File: src/design/mem_pkg.sv
package mem_pkg;

    // ********************************************************************
    // bus widths
    // ********************************************************************

    // byte address on every channel
    typedef logic [31:0] addr_t;

    // one 64-bit bus word
    typedef logic [63:0] data_t;

    // one strobe bit per data byte
    typedef logic [7:0] strb_t;

    // response code on r and b
    typedef logic [1:0] resp_t;

    // bytes in one bus word and the address step between words
    localparam int WORD_BYTES = $bits(data_t) / 8;

    // ********************************************************************
    // response codes
    // ********************************************************************

    localparam resp_t RESP_OKAY   = 2'd0;
    localparam resp_t RESP_DECERR = 2'd3;

    // ********************************************************************
    // channel payloads
    // ********************************************************************

    // ar channel
    typedef struct packed {
        addr_t addr;
    } rd_req_t;

    // r channel
    typedef struct packed {
        data_t data;
        resp_t resp;
    } rd_rsp_t;

    // aw and w merged into one request
    typedef struct packed {
        addr_t addr;
        data_t data;
        strb_t strb;
    } wr_req_t;

endpackage

File: src/design/bus_arbiter.sv
`timescale 1ns/1ps

module bus_arbiter
    import mem_pkg::*;
(
    input  logic    clk,
    input  logic    rst_n,
    // fetch master, read only
    input  logic    fetch_ar_valid_i,
    input  rd_req_t fetch_ar_i,
    output logic    fetch_ar_ready_o,
    output logic    fetch_r_valid_o,
    output rd_rsp_t fetch_r_o,
    input  logic    fetch_r_ready_i,
    // data master, in-window traffic only
    input  logic    data_ar_valid_i,
    input  rd_req_t data_ar_i,
    output logic    data_ar_ready_o,
    output logic    data_r_valid_o,
    output rd_rsp_t data_r_o,
    input  logic    data_r_ready_i,
    input  logic    data_aw_valid_i,
    input  wr_req_t data_aw_i,
    output logic    data_aw_ready_o,
    output logic    data_b_valid_o,
    output resp_t   data_b_o,
    input  logic    data_b_ready_i,
    // shared memory bus
    output logic    mem_ar_valid_o,
    output rd_req_t mem_ar_o,
    input  logic    mem_ar_ready_i,
    input  logic    mem_r_valid_i,
    input  rd_rsp_t mem_r_i,
    output logic    mem_r_ready_o,
    output logic    mem_aw_valid_o,
    output wr_req_t mem_aw_o,
    input  logic    mem_aw_ready_i,
    input  logic    mem_b_valid_i,
    input  resp_t   mem_b_i,
    output logic    mem_b_ready_o
);

    typedef enum logic [1:0] {
        arb_idle,
        arb_fetch,
        arb_data,
        arb_write
    } arb_state_t;

    arb_state_t state_q;
    arb_state_t state_d;

    // response payloads go to every master and only valid is steered
    assign fetch_r_o = mem_r_i;
    assign data_r_o  = mem_r_i;
    assign data_b_o  = mem_b_i;
    assign mem_aw_o  = data_aw_i;

    // ********************************************************************
    // grant and channel steering
    // ********************************************************************

    always_comb begin
        state_d          = state_q;
        mem_ar_valid_o   = 1'b0;
        mem_ar_o         = data_ar_i;
        mem_aw_valid_o   = 1'b0;
        mem_r_ready_o    = 1'b0;
        mem_b_ready_o    = 1'b0;
        fetch_ar_ready_o = 1'b0;
        fetch_r_valid_o  = 1'b0;
        data_ar_ready_o  = 1'b0;
        data_r_valid_o   = 1'b0;
        data_aw_ready_o  = 1'b0;
        data_b_valid_o   = 1'b0;

        case (state_q)
            arb_idle: begin
                // data read first, then data write, fetch last
                if (data_ar_valid_i) begin
                    mem_ar_valid_o  = 1'b1;
                    data_ar_ready_o = mem_ar_ready_i;
                    if (mem_ar_ready_i) begin
                        state_d = arb_data;
                    end
                end else if (data_aw_valid_i) begin
                    mem_aw_valid_o  = 1'b1;
                    data_aw_ready_o = mem_aw_ready_i;
                    if (mem_aw_ready_i) begin
                        state_d = arb_write;
                    end
                end else if (fetch_ar_valid_i) begin
                    mem_ar_valid_o   = 1'b1;
                    mem_ar_o         = fetch_ar_i;
                    fetch_ar_ready_o = mem_ar_ready_i;
                    if (mem_ar_ready_i) begin
                        state_d = arb_fetch;
                    end
                end
            end
            arb_fetch: begin
                fetch_r_valid_o = mem_r_valid_i;
                mem_r_ready_o   = fetch_r_ready_i;
                if (mem_r_valid_i && fetch_r_ready_i) begin
                    state_d = arb_idle;
                end
            end
            arb_data: begin
                data_r_valid_o = mem_r_valid_i;
                mem_r_ready_o  = data_r_ready_i;
                if (mem_r_valid_i && data_r_ready_i) begin
                    state_d = arb_idle;
                end
            end
            arb_write: begin
                // reads stall here until the write response is taken
                data_b_valid_o = mem_b_valid_i;
                mem_b_ready_o  = data_b_ready_i;
                if (mem_b_valid_i && data_b_ready_i) begin
                    state_d = arb_idle;
                end
            end
            default: begin
                state_d = arb_idle;
            end
        endcase
    end

    always_ff @(posedge clk) begin
        if (rst_n) begin
            state_q <= arb_idle;
        end else begin
            state_q <= state_d;
        end
    end

endmodule

File: config.mk
export PLATFORM = sky130hd
export DESIGN_NAME = bus_arbiter
export DESIGN_NICKNAME = d
export VERILOG_FILES = /design/src/design/mem_pkg.sv /design/src/design/bus_arbiter.sv
export SDC_FILE = /design/constraint.sdc
export NUM_CORES = 1
export LEC_CHECK = 0
export BUFFER_PORTS_ARGS = -buffer_cell sky130_fd_sc_hd__buf_4
export CORE_AREA = 2 2 203 205
export DETAILED_ROUTE_END_ITERATION = 16
export DIE_AREA = 0 0 205 207
export PLACE_DENSITY_LB_ADDON = 0.3
export SLEW_MARGIN = 20
export SYNTH_ARGS = -nofsm -noshare
export SYNTH_HDL_FRONTEND = slang
export SYNTH_SLANG_ARGS = --single-unit
File: constraint.sdc
create_clock -name clk -period 1.35 [get_ports clk]
set_input_delay 0.0675 -clock clk [delete_from_list [all_inputs] [get_ports clk]]
set_output_delay 0.0675 -clock clk [all_outputs]
set_load 0.02 [all_outputs]
# ---- Word-level counts from Yosys, hierarchy flattened
# Index checks and enable logic that the tools add are counted.
dict set report word_totals {
  ff_bits 2
  latch_bits 0
  ramBits 0
  rom_bits 0
  output_inout_bits 280
  wordCells 51
  n_memories 0
}
dict set report classes {
  add_sub_neg 0
  multipliers 0
  div 0
  n_lt_le_gt_ge 0
  eq_ne 10
  shifts 0
  n_mux 35
  bitwise_logic 0
  reduce_logical 5
}
# op n
set op_table {}
lappend op_table {{two-way mux 32 bit} 4}
lappend op_table {{two-way mux 1 bit} 20}
lappend op_table {{two-way mux 2 bit} 9}
lappend op_table {{inequality test 4 bit, second input constant} 2}
lappend op_table {{case mux 2 bit (4 select lines)} 1}
lappend op_table {{AND reduction 7 bit} 1}
lappend op_table {{inequality test 2 bit, second input constant} 3}
lappend op_table {{inequality test 3 bit, second input constant} 2}
lappend op_table {{== test 2 bit, second input constant} 2}
lappend op_table {{logical AND 1 bit} 3}
lappend op_table {{== test 2 x 1 -> 1 bit, second input constant} 1}
lappend op_table {{logical NOT 2 bit} 1}
lappend op_table {{case mux 1 bit (2 select lines)} 1}

# ---- Logic depth before layout (Yosys ltp)
# Gate-level depths: netlist (run 1).
dict set report logic_depth {
  word_depth 5
  ltp_mapped 6
  mapped_depth_nobuf 6
}

# ---- Worst setup path before layout (run 1)
# No wires, ideal clock.
dict set report synth_timing {
  path_type {register to output}
  start {register state_q[0]}
  end {output mem_ar_o[0] (netlist bit)}
  t_arrival_ps 1484
  required_time_ps 1283
  path_slack_ps -201
  path_stages_with_launch 7
  path_buffers 1
  path_cell_list {dfxtp_1 -> inv_1 -> ha_1 -> inv_1 -> nor3b_4 -> buf_6 -> mux2_2}
}
# item line_no
set synth_rtl {}
lappend synth_rtl {{start, declared} bus_arbiter.sv:50} ;# arb_state_t state_q;
lappend synth_rtl {{start signal, assigned} bus_arbiter.sv:131} ;# state_q <= arb_idle;
lappend synth_rtl {{start signal, assigned} bus_arbiter.sv:133} ;# state_q <= state_d;
lappend synth_rtl {{end, declared} bus_arbiter.sv:30} ;# output rd_req_t mem_ar_o,

==> flow_metrics.env, run 1 <==
export IMPL_outcome="finished, violations left"
export IMPL_violations="negative setup slack"
export IMPL_wire_per_inst_um=13.26
export IMPL_grt_setup_unrepaired="true"
export IMPL_startpoint="state_q[1]"
export IMPL_start_util_pct=6.196
export IMPL_finalHoldViolations=0
export IMPL_setup_ws_ns=-0.4879
export IMPL_rr_endpoint="state_q[0]"
export IMPL_cellPowerDensity_nw_per_um2=922.6
export IMPL_die_w_um=205
export IMPL_hold_start="mem_b_i[1]"
export IMPL_clock_fmax_ghz=0.5441
export IMPL_ctsLongestPathBuffers=2
export IMPL_regMostFlops="state_q"
export IMPL_dp_hpwl_um=8195
export IMPL_pre_cts_slack_ns=-0.3222
export IMPL_path_cells="inv_2, ha_4, inv_2, nor3b_4, buf_6, clkbuf_16, mux2_4, buf_6"
export IMPL_synthToLayoutAreaGrowth_pct=17.81
export IMPL_place_congestion=0.6257
export IMPL_chipHeight_um=207
export IMPL_grt_pass1_wl_um=12550
export IMPL_r2r_cells=11
export IMPL_timing_slew_headroom_pct=80.53
export IMPL_critPathMaxFanout=5
export IMPL_yosysTopAreaCellShare_pct=71.44
export IMPL_globalRouteOverflowTotal=0
export IMPL_clk_latency_ns=0.22
export IMPL_fin_cells=752
export IMPL_ys_flop_type="dfxtp_1"
export IMPL_core_area_um2=40370
export IMPL_syn_instance_count=314
export IMPL_first_iter_violations=73
export IMPL_grt_usage_pct=4.328
export IMPL_drc=0
export IMPL_critical_path_endpoint_type="primary output"
export IMPL_synth_ff_latch_count=2
export IMPL_n_antenna_cell=0
export IMPL_fp_dieArea_um2=42440
export IMPL_cpMaxStageDelayCell="dfxtp_2"
export IMPL_via_count=1501
export IMPL_worstReg2RegStart="state_q[0]"
export IMPL_setup_violations=42
export IMPL_cts_tree="yes"
export IMPL_skew_ns=0.002100
export IMPL_syn_cell_area_um2=2501
export IMPL_path_class="reg2out"
export IMPL_drtAntennaViolNets=0
export IMPL_ys_seq_area_share_pct=1.601
export IMPL_worstMarginPinSlew_ns=0.2908
export IMPL_arrival_ns=1.77
export IMPL_min_path_type="in2out"
export IMPL_largest_reg_flops=2
export IMPL_synthTopCellsByArea="buf_4, mux2_2, ha_1"
export IMPL_ctsRootBufferMaster="clkbuf_16"
export IMPL_first_pass_iters=4
export IMPL_holdWs_ns=0.1350
export IMPL_htree_levels=1
export IMPL_io_pins=528
export IMPL_synth_cell_types=19
export IMPL_routed_wl_um=9968
export IMPL_synth_top_area_cell="buf_4"
export IMPL_ys_warnings_count=0
export IMPL_drive_gt1_share_pct=91.36
export IMPL_synth_edf_count=0
export IMPL_required_ns=1.28
export IMPL_final_max_slew_viol_count=0
export IMPL_syn_avg_cell_area_um2=7.965
export IMPL_ctsHoldBuffers=0
export IMPL_synth_most_common_cell="buf_4"
export IMPL_crit_path_end="mem_ar_o[11]"
export IMPL_period_minus_slack_ns=1.838
export IMPL_clk_pin_slew_ns=0.03
export IMPL_nets=475
export IMPL_grt_antenna_before_repair=0
export IMPL_cts_sinks=2
export IMPL_p_total_mw=2.718
export IMPL_leakage_nw=1.199
export IMPL_cap_violations=0
export IMPL_viasPerCell=1.996
export IMPL_cpPeakStageDelay_ns=0.31
export IMPL_start_kind="flip-flop"
export IMPL_rows=74
export IMPL_reg_largest_list="state_q: 2 flops"
export IMPL_grt_pass1_vias=1653
export IMPL_syn_num_nets=567
export IMPL_port_buffers=117
export IMPL_rrSetupSlack_ns=-0.27
export IMPL_fin_crit_sh_pct=136.1
export IMPL_final_util_pct=7.299
export IMPL_cts_made_buffers=3
export IMPL_async_reset_ff_share_pct=0
export IMPL_dpl_cell_count=739
export IMPL_yosys_top_cells_count="buf_4, mux2_2, nand2_1"
export IMPL_ir_drop_mv=0.2820
export IMPL_grt_max_degree=11
layer usage:
metal | wire length (um) | track usage (%) | vias up
met5 | 0 | 0 | -
met4 | 507 | 2.704 | 0
met3 | 1974 | 4.059 | 54
met2 | 3873 | 5.510 | 259
met1 | 3612 | 4.505 | 621
li1 | - | - | 567
how the worst min path moves through the flow:
| stage | depth (start not counted) | slack [ns] | end |
|---|---|---|---|
| floorplan | 1 | 0.25 | data_b_o[0] |
| global placement | 0 | 0.14 | mem_aw_o[3] |
| detailed placement | 0 | 0.14 | mem_aw_o[3] |
| CTS | 0 | 0.14 | mem_aw_o[3] |
| global route | 0 | 0.14 | data_r_o[61] |
| finish | 0 | 0.14 | data_b_o[1] |
report_power, final:
group | total [mW] | internal [mW] | switching, mW
Sequential | 0.106 | 0.0905 | 0.0157
Combinational | 2.17 | 1.29 | 0.881
Clock | 0.440 | 0.376 | 0.0633
placed cells by master (no fill, tap or decap), types with 3 or more instances in the layout:
cell       instances
nand2_1            6
ha_4               4
inv_2              3
buf_4            102
and2_4             3
buf_6             37
clkbuf_16          4
mux2_4            32
and3_4             3
metrics by stage:
step	TNS [ns]	instance area (um^2)
6_report	-17.11	2947
5_1_grt	-20.61	2947
4_1_cts	-18.15	2907
3_5_place_dp	-9.905	2505
3_3_place_gp	-9.382	2505
2_1_floorplan	-3.425	2629
final cells by class:
type	count	area (um^2)
timing repair buffer	144	1303
tap	532	665.6
clock buffer	3	75.07
sequential	2	42.54
fill	4762	37420
multi-input combinational	66	842.1
inverter	5	18.77
cell families (layout without fill, tap and decap cells):
| group | after synthesis | in the layout | synth area share (%) |
|---|---|---|---|
| AO/OA/AOI/OAI | 7 | 7 | 2.251 |
| multiplexers | 34 | 34 | 15.21 |
| flip-flops | 2 | 2 | 1.601 |
| AND/OR/NAND/NOR | 20 | 20 | 4.903 |
| buffers and inverters | 246 | 152 | 73.54 |
| adder cells (fa/ha/maj) | 5 | 5 | 2.501 |
timing repair:
action,in CTS,in global routing
endpoints found under the setup margin,42,42
setup buffers,6,1
resized for setup,58,1
pin swaps,8,3
cloned,2,1
worst max-delay path, delay by kind of cell, from the launching register on:
family	cells	cell delay (ns)
and+or+nand+nor	1	0.19
muxes	1	0.30
adders and majority gates	1	0.13
DFF	1	0.31
buffers and inverters	5	0.62
Power figures use the tool's default switching activity.
==> inputs of run 2 (changes only) <==
--- a/config.mk
+++ b/config.mk
@@ -6,6 +6,8 @@
 export NUM_CORES = 1
 export LEC_CHECK = 0
 export BUFFER_PORTS_ARGS = -buffer_cell sky130_fd_sc_hd__buf_4
+export CELL_PAD_IN_SITES_DETAIL_PLACEMENT = 0
+export CELL_PAD_IN_SITES_GLOBAL_PLACEMENT = 1
 export CORE_AREA = 2 2 203 205
 export DETAILED_ROUTE_END_ITERATION = 16
 export DIE_AREA = 0 0 205 207
==> run 2 against run 1 <==
Against the previous run: the flow still finishes with violations (negative setup slack); via count is 1.5% lower; critical path depth stayed put; sequential power hardly changed; combinational power is 6% lower; clock power is 2% higher; routed wire length is 9.8% lower; cell count is 0.53% lower; fmax is 0.49% higher; non-clock buffer count is 4 lower; clock skew hardly changed; hold slack stayed put; critical endpoint is now mem_ar_o[10].
==> flow_metrics.env, run 2 (synthesized netlist as in run 1, its figures left out) <==
export IMPL_dp_hpwl_um=7300
export IMPL_final_max_slew_viol_count=0
export IMPL_leakage_nw=1.184
export IMPL_holdWs_ns=0.1350
export IMPL_layout_common_cells="buf_4, buf_6, mux2_4, nand2_1"
export IMPL_grt_setup_unrepaired="true"
export IMPL_grt_usage_pct=3.774
export IMPL_outcome="finished, violations left"
export IMPL_violations="negative setup slack"
export IMPL_routed_wl_um=8987
export IMPL_finalHoldViolations=0
export IMPL_drc=0
export IMPL_first_pass_iters=4
export IMPL_ir_drop_mv=0.3454
export IMPL_grt_antenna_before_repair=2
export IMPL_place_congestion=0.5970
export IMPL_synthToLayoutAreaGrowth_pct=17.76
export IMPL_grt_max_degree=12
export IMPL_cellPowerDensity_nw_per_um2=876.7
export IMPL_cts_made_buffers=3
export IMPL_drtAntennaViolNets=0
export IMPL_chipHeight_um=207
export IMPL_period_minus_slack_ns=1.829
export IMPL_worstMarginPinSlew_ns=0.2971
export IMPL_final_util_pct=7.296
export IMPL_via_count=1479
export IMPL_cts_sinks=2
export IMPL_drive_gt1_share_pct=90.28
export IMPL_htree_levels=1
export IMPL_grt_pass1_vias=1645
export IMPL_grt_pass1_wl_um=11330
export IMPL_globalRouteOverflowTotal=0
export IMPL_setup_violations=41
export IMPL_core_area_um2=40370
export IMPL_required_ns=1.28
export IMPL_viasPerCell=1.977
export IMPL_die_w_um=205
export IMPL_port_buffers=117
export IMPL_clock_fmax_ghz=0.5468
export IMPL_p_total_mw=2.582
export IMPL_clk_latency_ns=0.22
export IMPL_io_pins=528
export IMPL_ctsLongestPathBuffers=2
export IMPL_nets=471
export IMPL_regMostFlops="state_q"
export IMPL_largest_reg_flops=2
export IMPL_wire_per_inst_um=12.01
export IMPL_n_antenna_cell=0
export IMPL_critical_path_endpoint_type="primary output"
export IMPL_rows=74
export IMPL_start_kind="flip-flop"
export IMPL_setup_ws_ns=-0.4789
export IMPL_clk_pin_slew_ns=0.03
export IMPL_fp_dieArea_um2=42440
export IMPL_cts_tree="yes"
export IMPL_dpl_cell_count=738
export IMPL_min_path_type="in2out"
export IMPL_setup_tns_ns=-15.95
export IMPL_fin_crit_sh_pct=135.5
export IMPL_timing_slew_headroom_pct=80.11
export IMPL_reg_largest_list="state_q: 2 flops"
export IMPL_fin_cells=748
export IMPL_first_iter_violations=36
export IMPL_start_util_pct=6.196
export IMPL_ctsRootBufferMaster="clkbuf_16"
export IMPL_layout_commonest_cell="buf_4"
export IMPL_skew_ns=0.002559
export IMPL_arrival_ns=1.76
export IMPL_cap_violations=0
export IMPL_path_class="reg2out"
export IMPL_critPathMaxFanout=6
-- run 2: final timing paths --
kind	from	end	slack, ns	depth (start not counted)
max reg2reg	state_q[1]	state_q[1]	-0.23	7
min reg2reg	state_q[0]	state_q[0]	0.63	3
max	state_q[1]	mem_ar_o[10]	-0.48	8
min	data_aw_i[17]	mem_aw_o[17]	0.14	0
-- run 2: what timing repair did --
item,4_1_cts,5_1_grt
endpoints found under the setup margin,44,44
endpoints found under the hold margin,0,0
hold buffers,0,0
gates cloned,1,2
gates resized for setup,24,44
pin swaps,3,5
setup buffers,2,3
-- run 2: critical path, stage by stage (launching register included) --
cell and delay (ns):
dfxtp_2 0.31, inv_2 0.07, ha_4 0.14, inv_4 0.03, nor3b_4 0.20, buf_6 0.17
buf_12 0.15, mux2_4 0.32, buf_6 0.13
-- run 2: report_power, final --
group / total (mW) / leakage (nW) / switching, mW / internal, mW
combinational: 2.03 / 1.13 / 0.839 / 1.19
sequential: 0.105 / 0.0172 / 0.0148 / 0.0904
clock: 0.450 / 0.0370 / 0.0728 / 0.377
-- run 2: per-layer routing --
| metal | share of wire (%) | wire length (um) | GRT usage (%) |
|---|---|---|---|
| met5 | 0.85 | 76 | 0.8065 |
| met4 | 4.2 | 380 | 2.158 |
| met3 | 19 | 1734 | 3.461 |
| met2 | 40 | 3638 | 4.753 |
| met1 | 35 | 3157 | 4.030 |
-- run 2: area by class of cell --
| cell class | instances | area (um^2) |
|---|---|---|
| clock buffer | 3 | 75.07 |
| fill | 4794 | 37420 |
| inverter | 5 | 21.27 |
| multi-input combinational | 66 | 844.6 |
| tap | 532 | 665.6 |
| sequential | 2 | 42.54 |
| timing repair buffer | 140 | 1296 |
-- run 2: metrics by stage --
step           setup WS [ns]  instance area (um^2)
2_1_floorplan        -0.1134                  2629
3_3_place_gp         -0.2958                  2485
3_5_place_dp         -0.3120                  2485
4_1_cts              -0.5307                  2714
5_1_grt              -0.5773                  2945
6_report             -0.4789                  2945
