### src/design/mem_pkg.sv
package mem_pkg;

    // ********************************************************************
    // bus widths
    // ********************************************************************

    // byte address on every channel
    typedef logic [31:0] addr_t;

    // one 64-bit bus word
    typedef logic [63:0] data_t;

    // one strobe bit per data byte
    typedef logic [7:0] strb_t;

    // response code on r and b
    typedef logic [1:0] resp_t;

    // bytes in one bus word and the address step between words
    localparam int WORD_BYTES = $bits(data_t) / 8;

    // ********************************************************************
    // response codes
    // ********************************************************************

    localparam resp_t RESP_OKAY   = 2'd0;
    localparam resp_t RESP_DECERR = 2'd3;

    // ********************************************************************
    // channel payloads
    // ********************************************************************

    // ar channel
    typedef struct packed {
        addr_t addr;
    } rd_req_t;

    // r channel
    typedef struct packed {
        data_t data;
        resp_t resp;
    } rd_rsp_t;

    // aw and w merged into one request
    typedef struct packed {
        addr_t addr;
        data_t data;
        strb_t strb;
    } wr_req_t;

endpackage

### src/design/data_port_decode.sv
`timescale 1ns/1ps

module data_port_decode
    import mem_pkg::*;
#(
    parameter addr_t MEM_BASE  = 32'h8000_0000,
    parameter int    MEM_WORDS = 256
) (
    input  logic    clk,
    input  logic    rst_n,
    // data port from the top level
    input  logic    data_ar_valid_i,
    input  rd_req_t data_ar_i,
    output logic    data_ar_ready_o,
    output logic    data_r_valid_o,
    output rd_rsp_t data_r_o,
    input  logic    data_r_ready_i,
    input  logic    data_aw_valid_i,
    input  wr_req_t data_aw_i,
    output logic    data_aw_ready_o,
    output logic    data_b_valid_o,
    output resp_t   data_b_o,
    input  logic    data_b_ready_i,
    // in-window traffic toward the arbiter
    output logic    mem_ar_valid_o,
    output rd_req_t mem_ar_o,
    input  logic    mem_ar_ready_i,
    input  logic    mem_r_valid_i,
    input  rd_rsp_t mem_r_i,
    output logic    mem_r_ready_o,
    output logic    mem_aw_valid_o,
    output wr_req_t mem_aw_o,
    input  logic    mem_aw_ready_i,
    input  logic    mem_b_valid_i,
    input  resp_t   mem_b_i,
    output logic    mem_b_ready_o
);

    localparam int AW = $bits(addr_t);

    // window end is one bit wider so a window at the top cannot wrap
    localparam logic [AW:0] MEM_END = {1'b0, MEM_BASE} + (AW + 1)'(WORD_BYTES * MEM_WORDS);

    localparam rd_rsp_t ERR_RSP = '{data: '0, resp: RESP_DECERR};

    logic ar_in_win;
    logic aw_in_win;
    // error responder state
    logic err_rd_pend;
    logic err_wr_pend;
    // in-window transactions still open at the arbiter
    logic mem_rd_busy;
    logic mem_wr_busy;

    function automatic logic in_window(input addr_t addr);
        return (addr >= MEM_BASE) && ({1'b0, addr} < MEM_END);
    endfunction

    assign ar_in_win = in_window(data_ar_i.addr);
    assign aw_in_win = in_window(data_aw_i.addr);

    // ********************************************************************
    // read side
    // ********************************************************************

    // an error read waits for an open memory read so responses stay in order
    assign mem_ar_valid_o  = data_ar_valid_i && ar_in_win && !err_rd_pend;
    assign mem_ar_o        = data_ar_i;
    assign data_ar_ready_o = ar_in_win ? (mem_ar_ready_i && !err_rd_pend)
                                       : (data_ar_valid_i && !err_rd_pend && !mem_rd_busy);

    assign data_r_valid_o = err_rd_pend || mem_r_valid_i;
    assign data_r_o       = err_rd_pend ? ERR_RSP : mem_r_i;
    assign mem_r_ready_o  = data_r_ready_i && !err_rd_pend;

    // ********************************************************************
    // write side
    // ********************************************************************

    assign mem_aw_valid_o  = data_aw_valid_i && aw_in_win && !err_wr_pend;
    assign mem_aw_o        = data_aw_i;
    assign data_aw_ready_o = aw_in_win ? (mem_aw_ready_i && !err_wr_pend)
                                       : (data_aw_valid_i && !err_wr_pend && !mem_wr_busy);

    assign data_b_valid_o = err_wr_pend || mem_b_valid_i;
    assign data_b_o       = err_wr_pend ? RESP_DECERR : mem_b_i;
    assign mem_b_ready_o  = data_b_ready_i && !err_wr_pend;

    always_ff @(posedge clk) begin
        if (rst_n) begin
            err_rd_pend <= 1'b0;
            err_wr_pend <= 1'b0;
            mem_rd_busy <= 1'b0;
            mem_wr_busy <= 1'b0;
        end else begin
            // out-of-window read answered the cycle after acceptance
            if (data_ar_valid_i && data_ar_ready_o && !ar_in_win) begin
                err_rd_pend <= 1'b1;
            end else if (err_rd_pend && data_r_ready_i) begin
                err_rd_pend <= 1'b0;
            end
            if (data_aw_valid_i && data_aw_ready_o && !aw_in_win) begin
                err_wr_pend <= 1'b1;
            end else if (err_wr_pend && data_b_ready_i) begin
                err_wr_pend <= 1'b0;
            end
            if (mem_ar_valid_o && mem_ar_ready_i) begin
                mem_rd_busy <= 1'b1;
            end else if (mem_r_valid_i && mem_r_ready_o) begin
                mem_rd_busy <= 1'b0;
            end
            if (mem_aw_valid_o && mem_aw_ready_i) begin
                mem_wr_busy <= 1'b1;
            end else if (mem_b_valid_i && mem_b_ready_o) begin
                mem_wr_busy <= 1'b0;
            end
        end
    end

endmodule

### config.mk
export PLATFORM = sky130hd
export DESIGN_NAME = data_port_decode
export DESIGN_NICKNAME = d
export VERILOG_FILES = /design/src/design/mem_pkg.sv /design/src/design/data_port_decode.sv
export SDC_FILE = /design/constraint.sdc
export NUM_CORES = 1
export LEC_CHECK = 0
export BUFFER_PORTS_ARGS = -buffer_cell sky130_fd_sc_hd__buf_2
export CAP_MARGIN = 40
export CORE_AREA = 4 4 165 167
export CTS_CLUSTER_SIZE = 8
export DETAILED_ROUTE_END_ITERATION = 8
export DIE_AREA = 0 0 169 171
export PLACE_DENSITY = 0.41
export SYNTH_ARGS = -nofsm -noshare
export SYNTH_HDL_FRONTEND = slang
export SYNTH_SLANG_ARGS = --single-unit
### constraint.sdc
create_clock -name clk -period 1.2 [get_ports clk]
set_input_delay 0.12 -clock clk [delete_from_list [all_inputs] [get_ports clk]]
set_output_delay 0.12 -clock clk [all_outputs]
set_load 0.1 [all_outputs]
=== Word-level counts from Yosys, hierarchy flattened ===
Index checks and enable logic that the tools add are counted.

* Register bits after elaboration: 4
* Latch bits: 0
* Memory bits (writable): 0
* ROM bits: 0
* Input bits: 214
* Logic and storage cells: 56
* Memories kept: 0

* Add/subtract/negate cells: 0
* Multiply operators: 0
* Divide/modulo/power cells: 0
* Order comparisons: 4
* Equality and inequality tests: 0
* Shift operators: 0
* Mux-type cells: 12
* Bitwise logic cells: 0
* Reductions and logical operators: 36

{| class="wikitable"
|+ Operator list
! operator !! number
|-
| $mux W66 || 1
|-
| $ge A32 B32 Y1 const B || 2
|-
| $lt A32 B32 Y1 const B || 2
|-
| $logic_and A1 B1 Y1 || 24
|-
| $mux W1 || 10
|-
| $reduce_bool A2 Y1 || 4
|-
| $logic_not A1 Y1 || 6
|-
| $logic_or A1 B1 Y1 || 2
|-
| $mux W2 || 1
|}

=== Depth between registers and ports, before layout ===
Gate-level depths: netlist (run 1).

* Depth after elaboration: 7
* Depth in mapped cells: 4
* Mapped depth without buffers: 4

=== Worst setup path after synthesis (run 1) ===
OpenSTA, ideal clock, no wires.

* Path type: in2out
* From: in data_aw_i[102] (netlist name)
* To: out data_aw_ready_o
* Data arrival time: 2281 ps
* Required time: 1080 ps
* Setup slack: -1201 ps
* Stages: 4
* Path buffers: 0
* Path through: nor4b_2 nand4_1 nor2_2 mux2i_1

* Longest elaborated chain between the ends: 3

{| class="wikitable"
|+ RTL lines
! what !! line !! RTL
|-
| from (decl) || data_port_decode.sv:19 || <nowiki>input wr_req_t data_aw_i,</nowiki>
|-
| $ge A32 B32 Y1 / $lt A32 B32 Y1 (equally long branches) || data_port_decode.sv:56 || <nowiki>return (addr >= MEM_BASE) && ({1'b0, addr} < MEM_END);</nowiki>
|-
| $logic_and A1 B1 Y1 * || data_port_decode.sv:56 ||
|-
| $mux W1 * || data_port_decode.sv:82 || <nowiki>assign data_aw_ready_o = aw_in_win ? (mem_aw_ready_i && !err_wr_pend)</nowiki>
|-
| to (decl) || data_port_decode.sv:20 || <nowiki>output logic data_aw_ready_o,</nowiki>
|}

Mark *: on every way between the ends. The rest lies on a longest branch, timed or not.

=== Worst setup path in the final report (run 1) ===
* From: in data_aw_i[85] (netlist name)
* To: out data_aw_ready_o

The elaborated chain is that of the path after synthesis.

==> results of run 1 <==
==> power groups by stage <==
stage	clock (mW)	sequential, mW	combinational, mW
final	0.533	0.153	4.10
after global routing	0.567	0.155	4.21
after CTS	0.548	0.154	4.14
after detailed placement	0	0.169	3.95
after global placement	0	0.169	3.95
after floorplan	0	0.154	4.15
==> per-stage QoR <==
stage	hold slack (ns)	power [mW]	worst slack (ns)
global placement	0.2407	4.120	-0.3652
CTS	0.1292	4.843	-0.3574
finish	0.1281	4.784	-0.2934
global route	0.1258	4.936	-0.3752
floorplan	0.2160	4.304	-0.3514
detailed placement	0.2407	4.114	-0.3613
==> flip-flops by register name (all words and copies together) (netlist names) <==
signal and flops:
err_wr_pend 1, err_rd_pend 1, mem_rd_busy 1, mem_wr_busy 1
==> final cells by class <==
| cell class | instances | area share [%] |
|---|---|---|
| Timing Repair Buffer | 265 | 59.42 |
| Multi-Input combinational cell | 112 | 28.03 |
| Tap cell | 335 | 8.874 |
| Sequential cell | 4 | 1.854 |
| Clock buffer | 4 | 1.669 |
| Inverter | 2 | 0.1589 |
==> critical path: stages <==
cell,delay [ns]
buf_6,0.10
nor4_4,0.27
nand4_1,0.22
nor2_4,0.19
mux2i_4,0.27
buf_12,0.19
==> how the worst min path moves through the flow <==
stage	start	endpoint	slack (ns)	depth (start not counted)
after floorplan	rst_n	err_rd_pend	0.22	1
after global placement	data_ar_i[10]	mem_ar_o[10]	0.24	0
after detailed placement	data_ar_i[10]	mem_ar_o[10]	0.24	0
after global routing	data_r_ready_i	err_rd_pend	0.13	2
after CTS	data_b_ready_i	err_wr_pend	0.13	2
final	data_b_ready_i	err_wr_pend	0.13	2
==> synth_stat cells <==
| library cell | number |
|---|---|
| a21oi_1 | 2 |
| a31o_1 | 1 |
| a31o_2 | 1 |
| and2b_1 | 4 |
| and3_1 | 2 |
| buf_4 | 136 |
| clkbuf_1 | 6 |
| clkbuf_2 | 1 |
| dfxtp_1 | 4 |
| inv_1 | 2 |
| mux2i_1 | 2 |
| nand2_1 | 6 |
| nand2b_1 | 2 |
| nand3b_1 | 2 |
| nand4_1 | 2 |
| nor2_1 | 4 |
| nor2_2 | 2 |
| nor2b_1 | 62 |
| nor3_1 | 2 |
| nor3b_1 | 2 |
| nor4_1 | 2 |
| nor4_2 | 4 |
| nor4b_2 | 2 |
| o32ai_1 | 2 |
| or2_2 | 6 |
==> placed cells by master (no fill, tap or decap), drive strengths merged <==
cell type,instances
nor4b,2
and2b,4
nor2,6
a21oi,2
nor3b,2
a31o,2
buf,265
nor2b,62
nand2b,2
o32ai,2
clkbuf,4
nor3,2
nand4,2
and3,2
nand2,6
mux2i,2
dfxtp,4
nor4,6
inv,2
or2,6
nand3b,2
==> cell families after synthesis <==
kind of cell           after synthesis
AOI/OAI and AO/OA                    6
buffers and inverters              145
DFF                                  4
muxes                                2
and+or+nand+nor                    104
==> what timing repair did <==
action	in CTS	in global routing
gates resized for setup	40	4
cloned	3	0
setup endpoints to repair	75	75
setup buffers	7	1
pin swaps	13	6
==> per-layer routing <==
layer,vias to the layer above,global-route usage (%),share of wire (%)
met4,2,1.540,2.4
met5,-,0,0.13
met1,884,6.211,34
met2,216,9.466,46
met3,30,4.020,18
li1,937,-,-
==> flow_results.org, run 1 <==
** Final layout
- Share of final-layout standard cells stronger than drive strength 1 :: 91.99%
- Nets@finish :: 602
- Layout overhead on the synthesized area :: 151.7%
- FILL cells :: 2810
- The repair_antennas step left the layout with diodes totalling 0.
- Cells fill 18.33% of the core in the end.
- The finished cells cover 4723 sq um.
- In the final layout, the multi-input gates occupy 1324 sq um.
- Combined flip-flop and latch cell area :: 87.58 sq um
- Final std cells w/o fill :: 722

** Clocking
- Clock sink count :: 4
- After clock tree synthesis, the flow added hold-fix buffers numbering 0.
- Clock latency on the worst-skew pair, taken at its later pin, is 0.22 ns.
- TritonCTS built the clock tree.
- Cell chosen for the clock root :: clkbuf_16
- CTS built an H-tree with a depth of 1.
- Clock-pin slew was measured on the worst setup and hold paths at 0.03 ns.
- Counting the buffers created by CTS gives 3.
- Clock Tree Buf Depth :: 2

** Timing
- Setup repair after global routing could not meet its margin everywhere.
- Final count of negative-setup-slack endpoints :: 73
- For the finished layout, the period the worst path requires is 1.493 ns.
- Worst slew pin tran :: 0.5095 ns
- Adding up every negative setup slack in the final design gives -12.33 ns.
- Worst clock skew :: 0.00005568 ns
- Achievable frequency :: 0.6696 GHz
- Dividing the final minimum period by the clock period gives 124.5%.
- Least setup slack across all paths after layout :: -0.2934 ns
- Number of failing hold endpoints at the final stage :: 0
- Total count of max-transition violations in the final report :: 0
- The worst pin sits at a relative slew slack of 66.26%.

** Critical path
- In this run the worst setup path begins at data_aw_i[85].
- The most critical setup path has its endpoint at data_aw_ready_o.
- In this run the worst path has a maximum fanout of 3.
- In this run the critical register-to-register path is launched from err_rd_pend.
- Register-to-register setup slack :: 0 ns
- Endpoint kind of the worst setup timing path :: output pin
- R2r endpoint :: mem_rd_busy
- Worst Path Required :: 1.08 ns
- The worst setup path is launched from an input port.
- The critical path is of the in -> out type.
- For the worst flop-to-flop path, the logic depth is 6.
- STA puts the critical path data arrival time at 1.37 ns.

** Logic synthesis
- Cell taking the most area after synthesis :: buf_4
- For this run, the number of Yosys warnings is 0.
- Parity-gate share of the synthesized area counting xor and xnor cells :: 0%
- When the netlist entered floorplanning its net count stood at 475.
- In this run, synthesis produced a sequential element count of 4.
- Combined area of all synthesized cells :: 1877 sq um
- In this run the biggest area consumer among cell types represents 54.40% of the synthesized area.
- Post-Synthesis Mean Instance Area :: 7.191 sq um
- Adder and majority gate portion of the synthesized area :: 0%
- The portion of synthesized area spent on multiplexers is 1.067%.
- Area share of and/or/nand/nor cells after synthesis :: 36.00%
- Yosys mapped the design onto 25 distinct sky130hd cell types.
- By area, the combinational part of the netlist is dominated by buffers and inverters.
- Dominant cells by area after synthesis :: buf_4 54%, nor2b_1 21%, dfxtp_1 4.3%, nor4_2 2.7%, or2_2 2.0%
- Synthesized instance count :: 261
- Share of the yosys chip area belonging to registers :: 4.267%
- Synth Area in Compound Gates :: 2.400%

** Global route
- Aggregate global-route resource usage :: 5.833%
- The via count of the first global-routing pass is 2170.
- The first global-routing pass estimated 12980 um of wire.
- The initial antenna violation count was 1.
- The total overflow left after global routing is 0.
- Entering global routing, the biggest net connects 9 pins.

** Power
- For this design the static power due to leakage is 2.243 nW.
- Share of total power in the clock network :: 11.1%
- Across the VDD grid, the largest voltage drop is 0.3492 mV.
- Relative contribution of sequential cells to total power :: 3.2%
- Cell internal power was estimated by the tool at 2.023 mW.
- Cell area power density :: 1013 nW/um^2
- In this run the power spent charging and discharging nets is 2.761 mW.
- In this run, the combinational gates consume 85.7% of the power.
- In this run switching power makes up 57.72% of total power.

** Run status
- The run finished, with violations left.
- Failing checks :: setup timing

** Routing
- Vias per cell :: 2.866
- Number of detailed-routing iterations run before antenna repair :: 4
- Dividing the detail-routed wire length by the instance count gives 13.25 um.
- For this run, design rule violations remaining after detail routing come to 0.
- Total Wirelength :: 9567 um
- The routed layout has 2069 vias.
- After the first detailed-routing iteration, the DRC count stood at 32.
- Post-detailed-route count of antenna-violating nets :: 0

** Die
- Initial core utilization :: 7.285%
- Ports :: 426
- Die footprint :: 28900 sq um
- From bottom edge to top edge, the die measures 171 um.
- Horiz. Die Dim :: 169 um
- After floorplanning, the core was divided into 59 placement rows.
- The region available for standard cell placement spans 25760 sq um.

** Min path
- The path class of the tightest hold or removal check is in -> reg.

** Placed design
- DP HPWL :: 8481 um
- Instance area at placement :: 4327 sq um
- The congestion estimate from routability-driven global placement came to 0.7083.
- Port-buffer cells :: 237
- Post-placement cell count :: 707

** Run
- The tool flagged a number of max-cap violations equal to 0.
Note: power is estimated with default switching activity, not from simulation.
==> run 2, diff against run 1 <==
GPL_TIMING_DRIVEN = 0   (was unset)
SKIP_LAST_GASP = 1   (was unset)
==> run 2 against run 1 <==
Against the previous run:
- the run still ends with setup timing left
- power up 36%
- sequential power up 7%
- largest cell class unchanged
- global-route usage up 0.94 points
- core utilization up 5.8 points
- first-iteration DRC count down 44%
==> flow_results.org, run 2 (synthesis results as in run 1) <==
** Run status
- The flow ran to the end, but the final reports show violations.
- Failing checks :: setup timing

** Final layout
- Fin util :: 24.12% (+5.8 points)
- Nets@finish :: 834 (+39%)
- Layout overhead on the synthesized area :: 231.1%
- Most common cell after layout, fill and taps aside :: buf_2
- Top library cells by usage in the layout, fill and taps aside :: 251 x buf_2, 141 x buf_4, 78 x buf_12, 62 x nor2b_4, 13 x buf_6
- Share of final-layout standard cells stronger than drive strength 1 :: 95.15% (+3.2 points)
- FILL cells :: 2737 (-2.6%)
- The count of antenna diodes in the layout was 0 (unchanged).

** Min path
- Class of the most critical hold timing path :: in -> reg
- Hold worst-path end :: err_rd_pend
- Hold wc startpoint :: data_r_ready_i
- The number of cells on the worst hold path was 2 (unchanged).

** Routing
- The number of design rule violations left after detail routing came to 0 (unchanged).
- The wire length reported by the detailed router is 12060 um (+26%).
- The number of vias in the routed layout came to 2815 (+36%).
- The count of antenna-violating nets left after detailed routing is 0 (unchanged).
- The detailed-router iteration count before antenna repair came to 4 (unchanged).
- Vias per cell :: 2.954 (+3.1%)
- Routed len/inst :: 12.66 um (-4.5%)
- The number of design-rule violations left by the first detailed-router iteration is 18 (-44%).

** Timing
- Achievable frequency :: 0.6699 GHz (about the same)
- Post-layout min period :: 1.493 ns (-0.0005870 ns)
- Worst clock skew :: 0.00007742 ns (+0.00002175 ns)
- The final setup violation count was 71 (-2.7%).
- Slew margin rel. :: 65.53% (-0.74 points)
- Worst slew pin tran :: 0.5207 ns (+0.01115 ns)
- Setup repair after global routing missed its margin :: yes
- The share of the clock period used by the worst path after layout is 124.4% (about the same).
- The worst-case setup margin in the final layout came to -0.2929 ns (+0.0005870 ns).
- Total count of max-transition violations in the final report :: 0 (unchanged)
- Number of failing hold endpoints at the final stage :: 0 (unchanged)

** Critical path
- Series of cell instances along the critical path :: buf_6, nor4_4, nand4_1, nor2_4, mux2i_4, buf_12
- The count of cells along the worst register-to-register path is 5 (-1).
- Worst-path fanout max :: 3 (unchanged)
- The maximum cell stage delay along the critical path was 0.29 ns (+0.02 ns).
- The endpoint arrival time on the critical path came to 1.37 ns (about the same).
- The register-to-register path setup slack came to 0.05 ns (+0.05 ns).
- The count of buffer and inverter cells on the critical path came to 2 (unchanged).
- Startpoint-to-endpoint class of the critical path :: in -> out
- R2r endpoint :: mem_rd_busy
- Grouping stages by cell kind, the critical path spends the most delay in simple AND/OR/NAND/NOR gates.
- The required time at the endpoint of the critical path was 1.08 ns (about the same).
- Endpoint kind of the worst setup timing path :: output pin
- STA classifies the critical path startpoint as an input port.
- Slowest stage cell on the critical path :: nor4_4
- The worst register-to-register path begins at err_rd_pend.

** Clocking
- Clock H-tree levels :: 1 (unchanged)
- The number of clock buffers inserted by TritonCTS came to 3 (unchanged).
- CTS tree :: yes
- Clock edge transition at the registers on the reported setup and hold paths :: 0.03 ns (about the same)
- The worst-case clock buffer depth was 2 (unchanged).
- The clock latency reported for the late side of the worst-skew pair came to 0.22 ns (about the same).
- Clock sink count :: 4 (unchanged)
- Cell chosen for the clock root :: clkbuf_16
- Hold-fix buffers, CTS :: 0 (unchanged)

** Power
- The total power divided by cell area is 1046 nW/um^2 (+3.3%).
- The overall power of the completed layout was 6.500 mW (+36%).
- Maximum resistive drop on vdd :: 0.5324 mV (+52%)
- The leakage component of the power was 3.277 nW (+46%).

** Global route
- Wire length of the first global-routing pass :: 15580 um (+20%)
- Final global-route overflow total :: 0 (unchanged)
- Aggregate global-route resource usage :: 6.777% (+0.94 points)
- Largest net degree at the start of global routing :: 11 (+2)
- Vias in the first global route :: 2783 (+28%)
- The initial antenna violation count is 2 (+1).

** Placed design
- Port-buffer cells :: 331 (+40%)
- Weighted congestion reported at the end of routability-driven placement :: 0.7163 (+1.1%)
- DP HPWL :: 10590 um (+25%)

** Die
- Horiz. Die Dim :: 169 um (unchanged)
- The top-level I/O count was 426 (unchanged).
- The initial core utilization came to 7.285% (unchanged).
- The area of the core came to 25760 sq um (unchanged).
- Vertical extent of the die :: 171 um (unchanged)
- The area enclosed by the die boundary was 28900 sq um (unchanged).
- Number of placement rows :: 59 (unchanged)

** Run
- Max-cap violations :: 0 (unchanged)
## run 2: cell types whose count changed in the layout (fill, tap and decap cells not counted), moves of 3 or more
cell / previous run / this run
buf_4: 9 / 141
buf_2: 155 / 251
buf_12: 87 / 78
clkbuf_16: 3 / 10
buf_6: 7 / 13
buf_16: 3 / 0
buf_8: 4 / 7
## run 2: layout make-up
| class | count | area [sq um] | share of cell area, % |
|---|---|---|---|
| timing repair buffer | 354 | 3117 | 50.15 |
| buffer | 143 | 1186 | 19.09 |
| sequential | 4 | 87.58 | 1.409 |
| inverter | 2 | 7.507 | 0.1208 |
| clock buffer | 3 | 75.07 | 1.208 |
| multi-input combinational | 112 | 1323 | 21.28 |
| tap | 335 | 419.2 | 6.745 |
## run 2: where the power goes
group | switching (mW) | leakage [nW] | internal (mW)
sequential | 0.0232 | 0.0339 | 0.140
combinational | 4.00 | 3.21 | 1.83
clock | 0.0877 | 0.0370 | 0.425
## run 2: metrics by stage
step / setup TNS [ns] / hold slack [ns] / area, sq um / instances / worst slack [ns]
after floorplan: -3.576 / 0.2160 / 2474 / 261 / -0.3514
after global placement: -16.44 / 0.3540 / 4549 / 927 / -0.6098
after detailed placement: -16.71 / 0.3480 / 4549 / 927 / -0.6069
after CTS: -18.03 / 0.1178 / 5662 / 941 / -0.3961
after global routing: -16.49 / 0.1320 / 6215 / 953 / -0.3945
final: -13.74 / 0.1145 / 6215 / 953 / -0.2929
## run 2: timing repair
item                       CTS  global route
setup endpoints to repair   78            72
setup buffers                8            11
gates resized for setup    246           107
pin swaps                    4            10
cloned                       3             2
## run 2: worst max path at each step
stage / slack [ns] / depth (start not counted) / end / startpoint
after global placement: -0.61 / 6 / data_aw_ready_o / data_aw_i[83]
after floorplan: -0.35 / 2 / data_r_o[63] / err_rd_pend
after CTS: -0.40 / 6 / data_aw_ready_o / data_aw_i[85]
after global routing: -0.39 / 6 / data_ar_ready_o / data_ar_i[12]
final: -0.29 / 6 / data_aw_ready_o / data_aw_i[87]
after detailed placement: -0.61 / 6 / data_aw_ready_o / data_aw_i[83]
## run 2: worst register-to-register path, stage by stage, from the launching register on
cell	delay, ns
dfxtp_4	0.40
buf_6	0.14
nor2b_4	0.13
buf_4	0.11
a21oi_1	0.05
a31o_2	0.20
## run 2: routing by layer
layer / GRT usage (%) / routed length [um] / up-vias
met5: 0 / 34 / -
met4: 0.2100 / 38 / 4
met1: 7.858 / 4151 / 1218
met2: 13.02 / 6653 / 186
met3: 1.964 / 1183 / 8
li1: - / - / 1399
